==> src/lsu_pkg.sv <==
package lsu_pkg;

    // lane count, scaled down from the full 64-wide wavefront
    localparam int num_lanes = 4;

    typedef logic [31:0] word_t;
    typedef logic [num_lanes-1:0][31:0] lane_vec_t;
    typedef logic [num_lanes-1:0] exec_mask_t;
    typedef logic [1:0] lane_idx_t;
    typedef logic [5:0] wfid_t;
    typedef logic [11:0] gpr_field_t;
    typedef logic [8:0] sgpr_addr_t;
    typedef logic [9:0] vgpr_addr_t;
    typedef logic [15:0] imm_t;

    // wavefront id in the upper bits, lane number in the lower two
    typedef logic [7:0] mem_tag_t;

    typedef enum logic [7:0] {
        s_load_dword       = 8'h00,
        buffer_load_dword  = 8'h0c,
        ds_write_b32       = 8'h0d,
        buffer_store_dword = 8'h1c,
        ds_read_b32        = 8'h36
    } lsu_op_e;

    typedef enum logic [2:0] {
        idle,
        operand,
        request,
        wait_ack,
        writeback
    } mgr_state_e;

    typedef struct packed {
        lsu_op_e    opcode;
        wfid_t      wfid;
        gpr_field_t src1;
        gpr_field_t src2;
        gpr_field_t src3;
        gpr_field_t dest;
        imm_t       imm;
        imm_t       lds_base;
        word_t      pc;
    } lsu_issue_t;

    // gm_or_lds is set for LDS accesses
    typedef struct packed {
        logic       is_read;
        logic       is_write;
        logic       is_scalar;
        logic       gm_or_lds;
        logic       valid_op;
        vgpr_addr_t dest;
        wfid_t      wfid;
    } lsu_decoded_t;

    typedef struct packed {
        logic       sgpr_rd_en;
        sgpr_addr_t sgpr_addr;
        logic       vgpr1_rd_en;
        vgpr_addr_t vgpr1_addr;
        logic       vgpr2_rd_en;
        vgpr_addr_t vgpr2_addr;
    } gpr_rd_req_t;

    typedef struct packed {
        word_t    addr;
        word_t    wr_data;
        mem_tag_t tag;
        logic     gm_or_lds;
    } mem_req_t;

    typedef struct packed {
        logic       en;
        vgpr_addr_t addr;
        lane_vec_t  data;
        exec_mask_t mask;
    } vgpr_wr_t;

    typedef struct packed {
        logic       en;
        sgpr_addr_t addr;
        word_t      data;
    } sgpr_wr_t;

endpackage

==> src/lsu_opcode_decoder.sv <==
`timescale 1ns/1ps

module lsu_opcode_decoder (
    input  logic                 clk,
    input  logic                 rst,
    input  logic                 issue_select,
    input  lsu_pkg::lsu_issue_t  issue,
    output lsu_pkg::lsu_decoded_t decoded,
    output logic                 decoded_valid,
    output lsu_pkg::gpr_rd_req_t gpr_rd
);

    lsu_pkg::lsu_decoded_t dec_next;
    logic vector_op;

    // classify the opcode as it arrives from issue
    always_comb begin
        dec_next = '0;
        dec_next.dest = issue.dest[9:0];
        dec_next.wfid = issue.wfid;
        dec_next.valid_op = 1'b1;
        case (issue.opcode)
            lsu_pkg::s_load_dword: begin
                dec_next.is_read = 1'b1;
                dec_next.is_scalar = 1'b1;
            end
            lsu_pkg::buffer_load_dword: begin
                dec_next.is_read = 1'b1;
            end
            lsu_pkg::buffer_store_dword: begin
                dec_next.is_write = 1'b1;
            end
            lsu_pkg::ds_read_b32: begin
                dec_next.is_read = 1'b1;
                dec_next.gm_or_lds = 1'b1;
            end
            lsu_pkg::ds_write_b32: begin
                dec_next.is_write = 1'b1;
                dec_next.gm_or_lds = 1'b1;
            end
            default: begin
                // unknown op, nothing is read and no memory is touched
                dec_next.valid_op = 1'b0;
            end
        endcase
    end

    assign vector_op = dec_next.valid_op && !dec_next.is_scalar;

    // read enables are high only in the cycle after issue
    always_ff @(posedge clk) begin
        if (rst) begin
            decoded_valid <= 1'b0;
            gpr_rd <= '0;
        end else begin
            decoded_valid <= issue_select;
            gpr_rd.sgpr_rd_en <= issue_select && dec_next.valid_op;
            gpr_rd.vgpr1_rd_en <= issue_select && vector_op;
            gpr_rd.vgpr2_rd_en <= issue_select && vector_op && dec_next.is_write;
            gpr_rd.sgpr_addr <= issue.src1[8:0];
            // offset vector on port 1, store data on port 2
            gpr_rd.vgpr1_addr <= issue.src2[9:0];
            gpr_rd.vgpr2_addr <= issue.src3[9:0];
        end
    end

    // descriptor is held until the next issue
    always_ff @(posedge clk) begin
        if (issue_select) begin
            decoded <= dec_next;
        end
    end

endmodule

==> src/lsu_addr_calculator.sv <==
`timescale 1ns/1ps

module lsu_addr_calculator (
    input  lsu_pkg::lsu_decoded_t decoded,
    input  lsu_pkg::imm_t         imm,
    input  lsu_pkg::imm_t         lds_base,
    input  lsu_pkg::word_t        sgpr_data,
    input  lsu_pkg::lane_vec_t    vgpr_offset,
    output lsu_pkg::lane_vec_t    lane_addr
);

    lsu_pkg::word_t imm_ext;
    lsu_pkg::word_t lds_base_ext;

    // both immediates are unsigned byte offsets
    assign imm_ext = lsu_pkg::word_t'(imm);
    assign lds_base_ext = lsu_pkg::word_t'(lds_base);

    always_comb begin
        lane_addr = '0;
        if (decoded.is_scalar) begin
            // scalar load uses a single address in lane 0
            lane_addr[0] = sgpr_data + imm_ext;
        end else begin
            for (int i = 0; i < lsu_pkg::num_lanes; i++) begin
                if (decoded.gm_or_lds) begin
                    // LDS space does not see the buffer base
                    lane_addr[i] = lds_base_ext + vgpr_offset[i] + imm_ext;
                end else begin
                    lane_addr[i] = sgpr_data + vgpr_offset[i] + imm_ext;
                end
            end
        end
    end

endmodule

==> src/lsu_op_manager.sv <==
`timescale 1ns/1ps

module lsu_op_manager (
    input  logic                  clk,
    input  logic                  rst,
    input  lsu_pkg::lsu_decoded_t decoded,
    input  logic                  decoded_valid,
    input  lsu_pkg::exec_mask_t   exec_mask,
    input  lsu_pkg::lane_vec_t    lane_addr,
    input  lsu_pkg::lane_vec_t    store_data,
    input  logic                  mem_ack,
    input  lsu_pkg::mem_tag_t     mem_tag_resp,
    input  lsu_pkg::word_t        mem_rd_data,
    output logic                  mem_rd_en,
    output logic                  mem_wr_en,
    output lsu_pkg::mem_req_t     mem_req,
    output lsu_pkg::vgpr_wr_t     vgpr_wr,
    output lsu_pkg::sgpr_wr_t     sgpr_wr,
    output logic                  issue_ready,
    output logic                  lsu_done,
    output lsu_pkg::wfid_t        done_wfid
);

    lsu_pkg::mgr_state_e state;
    lsu_pkg::exec_mask_t exec_q;
    // lanes still waiting for their request
    lsu_pkg::exec_mask_t pend_q;
    lsu_pkg::lane_idx_t  cur_lane;
    lsu_pkg::lane_idx_t  next_lane;
    lsu_pkg::lane_vec_t  addr_q;
    lsu_pkg::lane_vec_t  data_q;
    lsu_pkg::lane_vec_t  rd_data_q;
    lsu_pkg::mem_tag_t   cur_tag;
    logic                do_wb;
    logic                no_work;
    logic                resp_ok;

    function automatic lsu_pkg::lane_idx_t lowest_lane(input lsu_pkg::exec_mask_t m);
        lsu_pkg::lane_idx_t idx;
        idx = '0;
        for (int i = lsu_pkg::num_lanes - 1; i >= 0; i--) begin
            if (m[i]) begin
                idx = lsu_pkg::lane_idx_t'(i);
            end
        end
        return idx;
    endfunction

    assign next_lane = lowest_lane(pend_q);
    assign cur_tag = {decoded.wfid, cur_lane};
    // responses carrying another tag are dropped
    assign resp_ok = mem_ack && (mem_tag_resp == cur_tag);
    assign no_work = !decoded.valid_op || (!decoded.is_scalar && exec_q == '0);

    always_ff @(posedge clk) begin
        if (rst) begin
            state <= lsu_pkg::idle;
            pend_q <= '0;
            cur_lane <= '0;
        end else begin
            case (state)
                lsu_pkg::idle: begin
                    if (decoded_valid) begin
                        state <= lsu_pkg::operand;
                    end
                end
                lsu_pkg::operand: begin
                    state <= no_work ? lsu_pkg::writeback : lsu_pkg::request;
                    pend_q <= decoded.is_scalar ? lsu_pkg::exec_mask_t'(1) : exec_q;
                end
                lsu_pkg::request: begin
                    state <= lsu_pkg::wait_ack;
                    cur_lane <= next_lane;
                    pend_q[next_lane] <= 1'b0;
                end
                lsu_pkg::wait_ack: begin
                    // a slow memory just keeps us here
                    if (resp_ok) begin
                        state <= (pend_q == '0) ? lsu_pkg::writeback : lsu_pkg::request;
                    end
                end
                lsu_pkg::writeback: begin
                    state <= lsu_pkg::idle;
                end
                default: begin
                    state <= lsu_pkg::idle;
                end
            endcase
        end
    end

    always_ff @(posedge clk) begin
        // mask is sampled in the issue cycle
        if (issue_ready) begin
            exec_q <= exec_mask;
        end
        // register data from the read ports is valid here
        if (state == lsu_pkg::operand) begin
            addr_q <= lane_addr;
            data_q <= store_data;
            do_wb <= !no_work && decoded.is_read;
        end
        if (state == lsu_pkg::wait_ack && resp_ok && decoded.is_read) begin
            rd_data_q[cur_lane] <= mem_rd_data;
        end
    end

    assign mem_rd_en = (state == lsu_pkg::request) && decoded.is_read;
    assign mem_wr_en = (state == lsu_pkg::request) && decoded.is_write;
    assign mem_req.addr = addr_q[next_lane];
    assign mem_req.wr_data = data_q[next_lane];
    assign mem_req.tag = {decoded.wfid, next_lane};
    assign mem_req.gm_or_lds = decoded.gm_or_lds;

    assign vgpr_wr.en = (state == lsu_pkg::writeback) && do_wb && !decoded.is_scalar;
    assign vgpr_wr.addr = decoded.dest;
    assign vgpr_wr.data = rd_data_q;
    assign vgpr_wr.mask = exec_q;

    // scalar destination is the low part of the dest field
    assign sgpr_wr.en = (state == lsu_pkg::writeback) && do_wb && decoded.is_scalar;
    assign sgpr_wr.addr = decoded.dest[8:0];
    assign sgpr_wr.data = rd_data_q[0];

    assign lsu_done = (state == lsu_pkg::writeback);
    assign done_wfid = decoded.wfid;
    assign issue_ready = (state == lsu_pkg::idle) && !decoded_valid;

endmodule

==> src/lsu.sv <==
`timescale 1ns/1ps

module lsu (
    input  logic                 clk,
    input  logic                 rst,
    input  logic                 issue_select,
    input  lsu_pkg::lsu_issue_t  issue,
    input  lsu_pkg::exec_mask_t  exec_mask,
    output logic                 issue_ready,
    output lsu_pkg::gpr_rd_req_t gpr_rd,
    input  lsu_pkg::word_t       sgpr_rd_data,
    input  lsu_pkg::lane_vec_t   vgpr_rd_data1,
    input  lsu_pkg::lane_vec_t   vgpr_rd_data2,
    output logic                 mem_rd_en,
    output logic                 mem_wr_en,
    output lsu_pkg::mem_req_t    mem_req,
    input  logic                 mem_ack,
    input  lsu_pkg::mem_tag_t    mem_tag_resp,
    input  lsu_pkg::word_t       mem_rd_data,
    output lsu_pkg::vgpr_wr_t    vgpr_wr,
    output lsu_pkg::sgpr_wr_t    sgpr_wr,
    output logic                 rf_wr_req,
    output logic                 lsu_done,
    output lsu_pkg::wfid_t       done_wfid
);

    lsu_pkg::lsu_decoded_t decoded;
    logic                  decoded_valid;
    lsu_pkg::lane_vec_t    lane_addr;
    lsu_pkg::imm_t         imm_d1;
    lsu_pkg::imm_t         imm_d2;
    lsu_pkg::imm_t         lds_base_d1;
    lsu_pkg::imm_t         lds_base_d2;

    // two stages so the offsets line up with the register read data
    always_ff @(posedge clk) begin
        imm_d1 <= issue.imm;
        imm_d2 <= imm_d1;
        lds_base_d1 <= issue.lds_base;
        lds_base_d2 <= lds_base_d1;
    end

    lsu_opcode_decoder u_decoder (
        .clk           (clk),
        .rst           (rst),
        .issue_select  (issue_select),
        .issue         (issue),
        .decoded       (decoded),
        .decoded_valid (decoded_valid),
        .gpr_rd        (gpr_rd)
    );

    lsu_addr_calculator u_addr_calc (
        .decoded     (decoded),
        .imm         (imm_d2),
        .lds_base    (lds_base_d2),
        .sgpr_data   (sgpr_rd_data),
        .vgpr_offset (vgpr_rd_data1),
        .lane_addr   (lane_addr)
    );

    lsu_op_manager u_op_manager (
        .clk           (clk),
        .rst           (rst),
        .decoded       (decoded),
        .decoded_valid (decoded_valid),
        .exec_mask     (exec_mask),
        .lane_addr     (lane_addr),
        .store_data    (vgpr_rd_data2),
        .mem_ack       (mem_ack),
        .mem_tag_resp  (mem_tag_resp),
        .mem_rd_data   (mem_rd_data),
        .mem_rd_en     (mem_rd_en),
        .mem_wr_en     (mem_wr_en),
        .mem_req       (mem_req),
        .vgpr_wr       (vgpr_wr),
        .sgpr_wr       (sgpr_wr),
        .issue_ready   (issue_ready),
        .lsu_done      (lsu_done),
        .done_wfid     (done_wfid)
    );

    assign rf_wr_req = vgpr_wr.en | sgpr_wr.en;

endmodule

==> config.mk <==
export PLATFORM = sky130hd
export DESIGN_NAME = lsu
export DESIGN_NICKNAME = d
export VERILOG_FILES = /design/src/lsu_pkg.sv /design/src/lsu_opcode_decoder.sv /design/src/lsu_addr_calculator.sv /design/src/lsu_op_manager.sv /design/src/lsu.sv
export SDC_FILE = /design/constraint.sdc
export NUM_CORES = 2
export LEC_CHECK = 0
export ABC_AREA = 1
export CAP_MARGIN = 20
export CORE_UTILIZATION = 35
export CTS_BUF_LIST = sky130_fd_sc_hd__clkbuf_2 sky130_fd_sc_hd__clkbuf_4 sky130_fd_sc_hd__clkbuf_8
export DETAILED_ROUTE_END_ITERATION = 10
export DONT_BUFFER_PORTS = 1
export PLACE_DENSITY = 0.54
export SKIP_CTS_REPAIR_TIMING = 1
export SYNTH_ARGS = -nofsm -noshare
export SYNTH_HDL_FRONTEND = slang
export SYNTH_SLANG_ARGS = --single-unit
export TNS_END_PERCENT = 30
==> constraint.sdc <==
create_clock -name clk -period 43.5 [get_ports clk]
set_clock_uncertainty 0.1 [all_clocks]
set_input_delay 6.525 -clock clk [delete_from_list [all_inputs] [get_ports clk]]
set_output_delay 6.525 -clock clk [all_outputs]
set_load 0.01 [all_outputs]
==> flow_metrics.tcl <==
set metrics [dict create \
    clk_latency_ns 0.81 \
    synth-edff-count 410 \
    worst_pin_slew_ns 1.21 \
    cts-htree-levels 3 \
    fillerInstances 11600 \
    drt_pass1_iterations 11 \
    dp.final_hpwl_um 137000 \
    r2r_start "imm_d2[6]" \
    use_met1 0.381 \
    ys_ff_latch 516 \
    slew-limit-headroom 0.184 \
    cpMaxStageDelayCell "o311ai_1" \
    violations "DRC" \
    synth_ff_type "edfxtp_1" \
    synth_cells 5109 \
    antenna_found_initial 18 \
    seqCellArea_sq_um 14400 \
    clock_sinks 516 \
    fin_tns_setup_ns 0 \
    powerDensity_nw_per_um2 36.6 \
    cp_cell_sequence "inv_1, nand2_1, a21oi_4, buf_4, inv_2, buf_4, nor2_1, o311ai_1" \
    path_common_cell "buf_4" \
    syn2layout_area_growth_pct 8.85 \
    intPower_mw 0.981 \
    place_congestion 0.962 \
    grt_pass1_vias 32900 \
    cts_tree "done" \
    syn-cell-area_sq_um 39000 \
    vias_per_cell 5.32 \
    p_seq_frac 0.369 \
    worstReg2RegEnd "u_op_manager.addr_q[48]" \
    final_common_cell "nand2_1" \
    arrival_ns 3.81 \
    die_x_um 336 \
    dieArea_sq_um 113000 \
    multiInputGateArea_sq_um 21100 \
    num_vias 35400 \
    power.switching_mw 0.571 \
    final-hold-violation-count 0 \
    combPwrFrac 0.312 \
    fmax_mhz 95.8 \
    r2r_slack_ns 39.48 \
    cp.required_ns 36.88 \
    cts_buffers 90 \
    drc 8 \
    fin_crit_ns 10.43 \
    startpoint_type "flip-flop" \
    grt_pass1_wl_um 237000 \
    yosysWarnings 0 \
    synth_cell_types 49 \
    layout_common_cells "nand2_1 (1,607), inv_1 (695), nor2_1 (517), edfxtp_1 (410), nand3_1 (385)" \
    routedWlPerCell_um 25.9 \
    fp-row-count 122 \
    coreArea_sq_um 111000 \
    grt_max_degree 79 \
    synth_nets 5968 \
    p_leak_nw 19.6 \
    grtUsageTotal 0.297 \
    chipHeight_um 336 \
    holdWs_ns 0.203 \
    grt-busiest-layer "met2" \
    globalRouteMet3Util 0.0951 \
    endpoint "mem_req[35]" \
    rsz0062_at_grt "no" \
    detail-route-antenna-nets 0 \
    seq_area_frac_synth 0.370 \
    cp_max_fo 35 \
    hold_path_class "reg -> reg" \
    reg2regPathDepth 13 \
    layout.nets 5948 \
    startpoint "u_op_manager.pend_q[2]" \
    gr-usage-met2 0.460 \
    cts-root-buf "clkbuf_8" \
    setup_viol_count_final 0 \
    overflow 0 \
    portBuffers 0 \
    cpPeakStageDelay_ns 0.74 \
    drt_iter0_markers 3615 \
    wirelength_um 173000 \
    post-route-period-util 0.240 \
    clockPowerShare 0.319 \
    ios 763 \
    ir_drop_mv 0.0276 \
    slew_viol_final 0 \
    synthArstFlopShare 0 \
    initial_core_util 0.353 \
    syn_area_per_cell_sq_um 7.63 \
    endpoint_kind "output port" \
    layout-drive-gt1-share 0.0509 \
    drv_cap 0 \
    switching_share 0.368 \
    path_class "reg -> out" \
    status "finished, violations left" \
    cts.clk_slew.worst_paths_ns 0.07 \
    cts_max_path_buffers 3 \
]
power by group through the flow:
stage	combinational [mW]	sequential [mW]	clock, mW
after floorplan	0.337	0.579	0
after global placement	0.469	0.583	0
after detailed placement	0.472	0.583	0
after CTS	0.475	0.573	0.508
after global routing	0.538	0.573	0.524
final	0.484	0.573	0.495
per-stage QoR:
stage	utilization	setup WS, ns	cell area (sq um)	power [mW]	cells
floorplan	-	23.12	39000	0.916	5109
global placement	0.365	33.81	40300	1.05	6477
detailed placement	0.365	33.80	40300	1.05	6477
CTS	0.383	32.91	42300	1.56	6643
global route	0.384	32.90	42400	1.64	6657
finish	0.384	33.07	42400	1.55	6663
how the worst min path moves through the flow:
stage                       endpoint  slack, ns        from  depth (start not counted)
final                      imm_d2[8]       0.20   imm_d1[8]                          0
after global routing       imm_d2[8]       0.22   imm_d1[8]                          0
after CTS                  imm_d2[8]       0.19   imm_d1[8]                          0
after detailed placement  imm_d2[11]       0.21  imm_d1[11]                          0
after global placement     imm_d2[0]       0.21   imm_d1[0]                          0
after floorplan            imm_d2[0]       0.21   imm_d1[0]                          0
sequential cells by signal, summed over array words and instances, names as in the netlist:
register and flops:
u_op_manager.addr_q 128, u_op_manager.data_q 128, u_op_manager.vgpr_wr 96, u_decoder.gpr_rd 32, u_op_manager.sgpr_wr 32, u_decoder.decoded 21, imm_d1 16, imm_d2 16
lds_base_d1 16, lds_base_d2 16, u_op_manager.exec_q 4, u_op_manager.pend_q 4, u_op_manager.state 3, u_op_manager.cur_lane 2, u_decoder.decoded_valid 1, u_op_manager.do_wb 1
synthesized netlist by cell type, types with 21 or more instances:
master	n	area share
a21oi_1	308	0.040
nor3_1	47	0.0060
inv_1	696	0.067
xnor2_1	23	0.0052
clkbuf_1	52	0.0050
buf_4	72	0.014
o21bai_1	33	0.0064
nand3b_1	44	0.0085
nor2_1	524	0.050
ha_1	260	0.083
o21ai_0	110	0.014
o311ai_1	57	0.013
edfxtp_1	410	0.32
dfxtp_1	106	0.054
nand4_1	49	0.0079
nand2_1	1607	0.15
nand3_1	385	0.049
fa_1	137	0.070
buf_2	21	0.0027
xor2_1	49	0.011
layout make-up:
type | count | share of cell area
clock buffers | 131 | 0.0379
multi-input cells | 3738 | 0.499
diodes | 12 | 0.000708
well taps | 1488 | 0.0439
clock inverters | 35 | 0.00870
repair buffers | 44 | 0.00796
inverters | 699 | 0.0619
flip-flops and latches | 516 | 0.340
worst max-delay path: cells and delay by family (launching register included):
| kind | cells | cell delay (ns) |
|---|---|---|
| buffers and inverters | 4 | 1.53 |
| flip-flops | 1 | 0.34 |
| AO/OA/AOI/OAI | 2 | 0.81 |
| AND/OR/NAND/NOR | 2 | 0.23 |
layer usage:
layer,up-vias,part of all wire
li1,16600,-
met4,14,0.042
met1,16900,0.41
met2,1605,0.44
met5,-,0.00071
met3,275,0.11
logic make-up (layout without fill, tap and decap cells):
logic type,count (synthesis),count (layout),share of synthesized area
other cells,0,12,0
flops,516,516,0.370
compound gates,545,545,0.0799
buf+inv,855,909,0.0903
xor+xnor,72,72,0.0162
fa+ha+maj,397,397,0.154
simple gates,2724,2724,0.289
(Power assumes the default switching activity.)
